`src/common/line_mirror_config.svh`:
```
`ifndef LINE_MIRROR_CONFIG_SVH
`define LINE_MIRROR_CONFIG_SVH

// Pixel width in bits. The byte-order logic assumes four bytes per pixel.
`define LM_PIX_W 32

// Buffer address width. Each half holds up to 2**LM_ADDR_W pixels.
`define LM_ADDR_W 6

`endif

```
`src/common/line_mirror_pkg.sv`:
```
`include "line_mirror_config.svh"

package line_mirror_pkg;

    // One pixel on the stream with its end-of-line marker.
    typedef struct packed {
        logic [`LM_PIX_W-1:0] data;
        logic                 last;
    } pixel_beat_t;

    typedef enum logic [1:0] {
        ORDER_KEEP   = 2'd0,
        ORDER_SWAP16 = 2'd1,
        ORDER_SWAP32 = 2'd2
    } byte_order_e;

    // State of one half of the ping-pong line buffer.
    typedef enum logic [1:0] {
        BUF_EMPTY    = 2'd0,
        BUF_FILLING  = 2'd1,
        BUF_FULL     = 2'd2,
        BUF_DRAINING = 2'd3
    } buf_state_e;

endpackage

```
`src/verilog/pixel_ingress.sv`:
```
`timescale 1ns/1ps
`include "line_mirror_config.svh"

module pixel_ingress (
    input  logic                        clk,
    input  logic                        rst,
    input  logic [`LM_PIX_W-1:0]        pix_in,
    input  logic                        pix_in_en,
    input  logic [`LM_ADDR_W:0]         width,
    input  line_mirror_pkg::byte_order_e order,
    output line_mirror_pkg::pixel_beat_t in_beat,
    output logic                        in_en
);

    logic [`LM_ADDR_W-1:0] col;
    logic [`LM_ADDR_W:0]   width_q;
    logic [`LM_ADDR_W:0]   line_width;
    logic                  is_last;
    logic [`LM_PIX_W-1:0]  pix_ordered;

    always_comb begin
        case (order)
            line_mirror_pkg::ORDER_SWAP16:
                pix_ordered = {pix_in[23:16], pix_in[31:24], pix_in[7:0], pix_in[15:8]};
            line_mirror_pkg::ORDER_SWAP32:
                pix_ordered = {pix_in[7:0], pix_in[15:8], pix_in[23:16], pix_in[31:24]};
            default:
                pix_ordered = pix_in;
        endcase
    end

    // The width input is only trusted at the first pixel of a line.
    assign line_width = (col == '0) ? width : width_q;
    assign is_last    = ({1'b0, col} == line_width - 1'b1);

    always_ff @(posedge clk) begin
        if (rst) begin
            in_en   <= 1'b0;
            col     <= '0;
            width_q <= '0;
        end else begin
            in_en <= pix_in_en;
            if (pix_in_en) begin
                if (col == '0) begin
                    width_q <= width;
                end
                if (is_last) begin
                    col <= '0;
                end else begin
                    col <= col + 1'b1;
                end
            end
        end
    end

    always_ff @(posedge clk) begin
        if (pix_in_en) begin
            in_beat.data <= pix_ordered;
            in_beat.last <= is_last;
        end
    end

endmodule

```
`src/line_reverse/line_reverse.sv`:
```
`timescale 1ns/1ps
`include "line_mirror_config.svh"

module line_reverse (
    input  logic                         clk,
    input  logic                         rst,
    input  line_mirror_pkg::pixel_beat_t in_beat,
    input  logic                         in_en,
    output line_mirror_pkg::pixel_beat_t rev_beat,
    output logic                         rev_valid,
    input  logic                         rev_ready,
    output logic                         overflow
);

    localparam int DEPTH = 1 << `LM_ADDR_W;

    logic [`LM_PIX_W-1:0] mem0 [DEPTH];
    logic [`LM_PIX_W-1:0] mem1 [DEPTH];
    logic [`LM_ADDR_W:0]  len  [2];

    line_mirror_pkg::buf_state_e state [2];

    logic                  wr_half;
    logic                  rd_half;
    logic [`LM_ADDR_W-1:0] wr_ptr;
    logic [`LM_ADDR_W-1:0] rd_ptr;
    logic                  dropping;
    logic                  wr_accept;
    logic                  rd_start;
    logic                  rd_xfer;
    logic [`LM_ADDR_W:0]   len_m1;
    logic [`LM_ADDR_W-1:0] rd_addr;

    // A pixel is stored only while its half is free or already taking this line.
    assign wr_accept = in_en && !dropping &&
                       (state[wr_half] == line_mirror_pkg::BUF_EMPTY ||
                        state[wr_half] == line_mirror_pkg::BUF_FILLING);

    assign rd_start = (state[rd_half] == line_mirror_pkg::BUF_FULL);
    assign rd_xfer  = rev_valid && rev_ready;
    assign len_m1   = len[rd_half] - 1'b1;
    assign rd_addr  = rd_start ? len_m1[`LM_ADDR_W-1:0] : rd_ptr - 1'b1;

    always_ff @(posedge clk) begin
        if (rst) begin
            state[0]  <= line_mirror_pkg::BUF_EMPTY;
            state[1]  <= line_mirror_pkg::BUF_EMPTY;
            wr_half   <= 1'b0;
            rd_half   <= 1'b0;
            wr_ptr    <= '0;
            rd_ptr    <= '0;
            dropping  <= 1'b0;
            overflow  <= 1'b0;
            rev_valid <= 1'b0;
        end else begin
            if (wr_accept) begin
                if (in_beat.last) begin
                    state[wr_half] <= line_mirror_pkg::BUF_FULL;
                    wr_half        <= ~wr_half;
                    wr_ptr         <= '0;
                end else begin
                    state[wr_half] <= line_mirror_pkg::BUF_FILLING;
                    wr_ptr         <= wr_ptr + 1'b1;
                end
            end else if (in_en && dropping) begin
                if (in_beat.last) begin
                    dropping <= 1'b0;
                end
            end else if (in_en) begin
                // Line start with no empty half, so the whole line is thrown away.
                overflow <= 1'b1;
                dropping <= !in_beat.last;
            end

            // Read and write never move the same half in one cycle.
            if (rd_start) begin
                state[rd_half] <= line_mirror_pkg::BUF_DRAINING;
                rev_valid      <= 1'b1;
                rd_ptr         <= len_m1[`LM_ADDR_W-1:0];
            end else if (rd_xfer) begin
                if (rev_beat.last) begin
                    state[rd_half] <= line_mirror_pkg::BUF_EMPTY;
                    rev_valid      <= 1'b0;
                    rd_half        <= ~rd_half;
                end else begin
                    rd_ptr <= rd_ptr - 1'b1;
                end
            end
        end
    end

    always_ff @(posedge clk) begin
        if (wr_accept) begin
            if (wr_half) begin
                mem1[wr_ptr] <= in_beat.data;
            end else begin
                mem0[wr_ptr] <= in_beat.data;
            end
            if (in_beat.last) begin
                len[wr_half] <= {1'b0, wr_ptr} + 1'b1;
            end
        end
    end

    // Output register is loaded at line start and after each transfer.
    always_ff @(posedge clk) begin
        if (rd_start || (rd_xfer && !rev_beat.last)) begin
            rev_beat.data <= rd_half ? mem1[rd_addr] : mem0[rd_addr];
            rev_beat.last <= (rd_addr == '0);
        end
    end

endmodule

```
`src/verilog/pixel_egress.sv`:
```
`timescale 1ns/1ps
`include "line_mirror_config.svh"

module pixel_egress (
    input  logic                         clk,
    input  logic                         rst,
    input  line_mirror_pkg::pixel_beat_t rev_beat,
    input  logic                         rev_valid,
    output logic                         rev_ready,
    output line_mirror_pkg::pixel_beat_t out_beat,
    output logic                         out_valid,
    input  logic                         out_ready,
    output logic [15:0]                  line_count
);

    line_mirror_pkg::pixel_beat_t skid_beat;
    line_mirror_pkg::pixel_beat_t head_n;
    line_mirror_pkg::pixel_beat_t skid_n;
    logic                         skid_valid;
    logic                         head_v_n;
    logic                         skid_v_n;
    logic                         in_xfer;
    logic                         out_xfer;

    assign in_xfer  = rev_valid && rev_ready;
    assign out_xfer = out_valid && out_ready;

    // The head slot drives the output, the skid slot catches what the head cannot take.
    always_comb begin
        head_n   = out_beat;
        head_v_n = out_valid;
        skid_n   = skid_beat;
        skid_v_n = skid_valid;
        if (!out_valid || out_ready) begin
            if (skid_valid) begin
                head_n   = skid_beat;
                head_v_n = 1'b1;
                skid_n   = rev_beat;
                skid_v_n = in_xfer;
            end else begin
                head_n   = rev_beat;
                head_v_n = in_xfer;
            end
        end else if (in_xfer) begin
            skid_n   = rev_beat;
            skid_v_n = 1'b1;
        end
    end

    always_ff @(posedge clk) begin
        if (rst) begin
            out_valid  <= 1'b0;
            skid_valid <= 1'b0;
            rev_ready  <= 1'b1;
            line_count <= '0;
        end else begin
            out_valid  <= head_v_n;
            skid_valid <= skid_v_n;
            rev_ready  <= !(head_v_n && skid_v_n);
            if (out_xfer && out_beat.last) begin
                line_count <= line_count + 1'b1;
            end
        end
    end

    always_ff @(posedge clk) begin
        out_beat  <= head_n;
        skid_beat <= skid_n;
    end

endmodule

```
`src/verilog/line_mirror_top.sv`:
```
`timescale 1ns/1ps
`include "line_mirror_config.svh"

module line_mirror_top (
    input  logic                         clk,
    input  logic                         rst,
    input  logic [`LM_PIX_W-1:0]         pix_in,
    input  logic                         pix_in_en,
    input  logic [`LM_ADDR_W:0]          width,
    input  line_mirror_pkg::byte_order_e order,
    input  logic                         out_ready,
    output line_mirror_pkg::pixel_beat_t out_beat,
    output logic                         out_valid,
    output logic [15:0]                  line_count,
    output logic                         overflow
);

    line_mirror_pkg::pixel_beat_t in_beat;
    line_mirror_pkg::pixel_beat_t rev_beat;
    logic                         in_en;
    logic                         rev_valid;
    logic                         rev_ready;

    pixel_ingress u_ingress (
        .clk       (clk),
        .rst       (rst),
        .pix_in    (pix_in),
        .pix_in_en (pix_in_en),
        .width     (width),
        .order     (order),
        .in_beat   (in_beat),
        .in_en     (in_en)
    );

    line_reverse u_reverse (
        .clk       (clk),
        .rst       (rst),
        .in_beat   (in_beat),
        .in_en     (in_en),
        .rev_beat  (rev_beat),
        .rev_valid (rev_valid),
        .rev_ready (rev_ready),
        .overflow  (overflow)
    );

    pixel_egress u_egress (
        .clk        (clk),
        .rst        (rst),
        .rev_beat   (rev_beat),
        .rev_valid  (rev_valid),
        .rev_ready  (rev_ready),
        .out_beat   (out_beat),
        .out_valid  (out_valid),
        .out_ready  (out_ready),
        .line_count (line_count)
    );

endmodule

```
`config.mk`:
```
export PLATFORM = sky130hd
export DESIGN_NAME = line_mirror_top
export DESIGN_NICKNAME = d
export VERILOG_FILES = /design/src/common/line_mirror_pkg.sv /design/src/verilog/pixel_ingress.sv /design/src/line_reverse/line_reverse.sv /design/src/verilog/pixel_egress.sv /design/src/verilog/line_mirror_top.sv
export VERILOG_INCLUDE_DIRS = /design/src /design/src/common
export SDC_FILE = /design/constraint.sdc
export NUM_CORES = 2
export LEC_CHECK = 0
export BUFFER_PORTS_ARGS = -buffer_cell sky130_fd_sc_hd__buf_2
export CORE_AREA = 2 2 657 659
export CTS_BUF_LIST = sky130_fd_sc_hd__clkbuf_8
export CTS_CLUSTER_SIZE = 8
export DETAILED_ROUTE_END_ITERATION = 10
export DIE_AREA = 0 0 659 661
export PLACE_DENSITY = 0.63
export SYNTH_ARGS = -nofsm -noshare
export SYNTH_HDL_FRONTEND = slang
export SYNTH_MEMORY_MAX_BITS = 65536
export SYNTH_SLANG_ARGS = --single-unit
```
`constraint.sdc`:
```
create_clock -name clk -period 15.7 [get_ports clk]
set_input_delay 0.785 -clock clk [delete_from_list [all_inputs] [get_ports clk]]
set_output_delay 0.785 -clock clk [all_outputs]
set_load 0.05 [all_outputs]
```
==> out/results.txt <==
CTS max path bufs - 4
HPWL Detailed - 266100 um
FF-to-FF End - u_reverse.rev_beat[27]
GRT met2 Usage - 34.81%
GRT Util Overall - 22.05%
Clk_lat worst skew - 1260 ps
Most frequent cells in the layout - 4244 x edfxtp_1, 1251 x nand2_1, 768 x mux4_2
Synth cell types - 81
Fin util - 43.85%
Hold endpoint - u_ingress.width_q[5]
Synth Area in Compound Gates - 3.565%
Avg Cell Area, Syn - 18.77 um^2
Vias - 92290
Slowest stage cell, crit path - o311ai_1
Final Hold Vio Count - 0
Failing checks - capacitance limit, slew limit
Root Driver - clkbuf_8
EDFF count, synth - 4244
Post-route clock period utilization - 50.29%
Crit path DAT - 8860 ps
Placed cell area - 175300 um^2
Total gr overflow - 0
Worst R2R Start - u_reverse.state[1][1]
Num CTS Buffers - 689
Post-synthesis adder-cell area fraction - 0.08262%
Leak - 60.19 nW
Core Area - 429100 um^2
Sequential share of the synthesized area - 77.13%
Final instance area - 188100 um^2
F_max - 126.7 MHz
Syn-to-layout area delta - 12.94%
Most used cell, CP - buf_4
Critical Path End Type - register
Setup slack, reg-to-reg - 7800 ps
Largest family of logic cells by synthesized area - multiplexers
Grt met1 use - 29.45%
CP Launch Type - register
Fillers - 36460
Setup-failing EPs final - 0
Routed len/inst - 31.17 um
Status - finished with violations
Yosys reg bits - 4296
GPL Wtd Cong - 0.8747
Total wire length - 490900 um
Vias in the first global route - 91820
Slew Viols, Final - 5
Synth Cell Area - 166600 um^2
Nets@finish - 9543
Reg clk slew, reported paths - 70 ps
Xor/xnor share of the synthesized area - 0.1630%
Unrepaired setup endpoints after global routing - no
Asr flop ratio synth - 0%
Critical-path maximum fanout - 122
First-pass GRT wire length - 686800 um
Post-Synth Simple-Gate Area - 5.277%
Most common cell after layout, fill and taps aside - edfxtp_1
Fin worst setup slack - 7804 ps
Post-synthesis mux area share - 12.15%
Post CTS Setup Buffer Count - 0
Cells along the critical path - nor2b_2 > o211a_1 > nor2_4 > inv_16 > ha_4 > a21o_1 > buf_4 > and2_4 > buf_4 > buf_4 > buf_12 > mux2_2 > o21ai_0 > o311ai_1 > o2111ai_1 > nor4_1
Clock Sinks - 4296
Number of instances in the placed design - 14450
Worst relative slew slack - -5.232%
1st-pass router iterations - 6
Die area - 435600 um^2
Final Power - 40.99 mW
Required @ worst endpoint - 16660 ps
Initial antenna violation count - 40
Critical path's top delay family - buffers and inverters
Syn Nets - 8929
Worst slack at placement - 7909 ps
Slew @ Worst Pin - 1578 ps
Worst Path Class, Setup - register to register
Hold Crit Class - primary input to register
Syn Inst Count - 8873
Hold path depth - 3
Clock period minus worst slack - 7896 ps
Via-to-Cell Ratio - 5.860
Die height - 661 um
YS warnings - 0
Starting DRC count in detailed routing - 13740
Fin Hold WS - 113.0 ps
TritonCTS clock tree - yes
Finished Layout Cells - 15750
FF-to-FF path depth - 16
Maximum vdd drop - 354.9 uV
Buf/Inv on CP - 5
Worst path max stage delay - 900 ps
Die Wd - 659 um
Layout cells sized above 1 - 22.54%
Min-delay src - width[5]
Gr busiest metal - met2
Max-cap check violation count - 3
# port buffers - 95
H-tree lvl count - 6
Antenna violation net count after detailed routing - 0
Row Count - 241
M3 GR Usage - 5.157%
Setup Skew - 127.3 ps
Starting Density - 38.82%
Largest net degree at the start of global routing - 139
Critical Path Start - u_reverse.state[1][1]
Top_reg_cell synth - edfxtp_1
Pwr per Cell Area - 217.8 nW/um^2
Sum of negative setup slack - 0 ps
I/O pin cnt - 96
DRC Markers - 0
metal layers:
layer,part of all wire (%),routed length [um]
met5,0.035,174
met4,4.4,21800
met3,12,56630
met2,46,227600
met1,38,184600
worst max path at each step:
stage                                  end  depth (start not counted)
floorplan            u_reverse.mem1[15][0]                          4
global placement    u_reverse.rev_beat[27]                         16
detailed placement  u_reverse.rev_beat[27]                         16
CTS                 u_reverse.rev_beat[27]                         16
global route        u_reverse.rev_beat[27]                         16
finish              u_reverse.rev_beat[27]                         16
final cells by class:
type,count,area (um^2),area share (%)
Multi-Input combinational cell,4016,36590,19.45
Clock buffer,698,9607,5.106
Inverter,16,76.32,0.04057
Timing Repair Buffer,468,3674,1.952
Sequential cell,4296,128500,68.29
Tap cell,5710,7144,3.797
Clock inverter,489,2426,1.289
Antenna cell,56,140.1,0.07448
cells by family (layout without fill, tap and decap cells):
family | Yosys count | count (layout)
simple gates | 2041 | 2041
flops | 4296 | 4296
xor+xnor | 31 | 31
mux | 1050 | 1050
other cells | 0 | 56
fa+ha+maj | 11 | 11
compound gates | 883 | 883
buf+inv | 561 | 1671
report_power, final:
group	switching [mW]	internal (mW)	total, mW
clock	4.42	4.21	8.63
combinational	12.6	6.39	19.0
sequential	0.267	13.1	13.4
total	17.3	23.7	41.0
worst min-delay path, delay by kind of cell:
family	cells	cell delay (ps)
buffers and inverters	1	80
AOI/OAI and AO/OA	1	240
muxes	1	130
timing repair:
item | 4_1_cts | 5_1_grt
hold buffers | 57 | 0
resized for setup | 0 | 0
endpoints found under the hold margin | 45 | 0
registers in the layout (all words and copies together), names as in the netlist, 4 cells and up, named ones only:
register	count
u_egress.line_count	16
u_egress.out_beat	33
u_egress.skid_beat	33
u_ingress.col	6
u_ingress.in_beat	33
u_ingress.width_q	7
u_reverse.len	12
u_reverse.mem0	2048
u_reverse.mem1	2048
u_reverse.rd_ptr	6
u_reverse.rev_beat	33
u_reverse.state	4
u_reverse.wr_ptr	6
Yosys cell counts (4+ instances only):
cell / n / area share (%)
nand4_1: 54 / 0.20
a22oi_1: 35 / 0.16
buf_6: 26 / 0.18
ha_1: 11 / 0.083
xor2_1: 14 / 0.074
o22ai_1: 38 / 0.14
or2_2: 5 / 0.019
a31o_2: 18 / 0.095
a41o_1: 13 / 0.078
o211ai_1: 4 / 0.018
a32oi_1: 58 / 0.30
a2111oi_0: 5 / 0.026
mux2_2: 84 / 0.57
nor2_1: 183 / 0.41
dfxtp_1: 52 / 0.62
and4_1: 18 / 0.095
nor2b_1: 5 / 0.019
mux4_2: 768 / 10
buf_1: 39 / 0.088
nand2_1: 1251 / 2.8
a211oi_1: 92 / 0.41
inv_1: 14 / 0.032
a21boi_0: 58 / 0.26
nor3_1: 25 / 0.075
a221oi_1: 24 / 0.13
edfxtp_1: 4244 / 77
nand3b_1: 7 / 0.032
nand2_2: 4 / 0.015
and3_1: 72 / 0.27
mux2i_1: 196 / 1.2
or3_1: 8 / 0.030
nand2b_1: 8 / 0.030
clkbuf_1: 285 / 0.64
o21ai_0: 93 / 0.28
a31oi_1: 130 / 0.49
nor4_1: 19 / 0.071
xnor2_1: 17 / 0.089
a21oi_1: 219 / 0.66
a311oi_1: 34 / 0.18
o311ai_1: 11 / 0.058
nand3_1: 363 / 1.1
buf_4: 65 / 0.29
buf_2: 127 / 0.38
o2111ai_1: 23 / 0.12
Note: power is estimated with default switching activity, not from simulation.
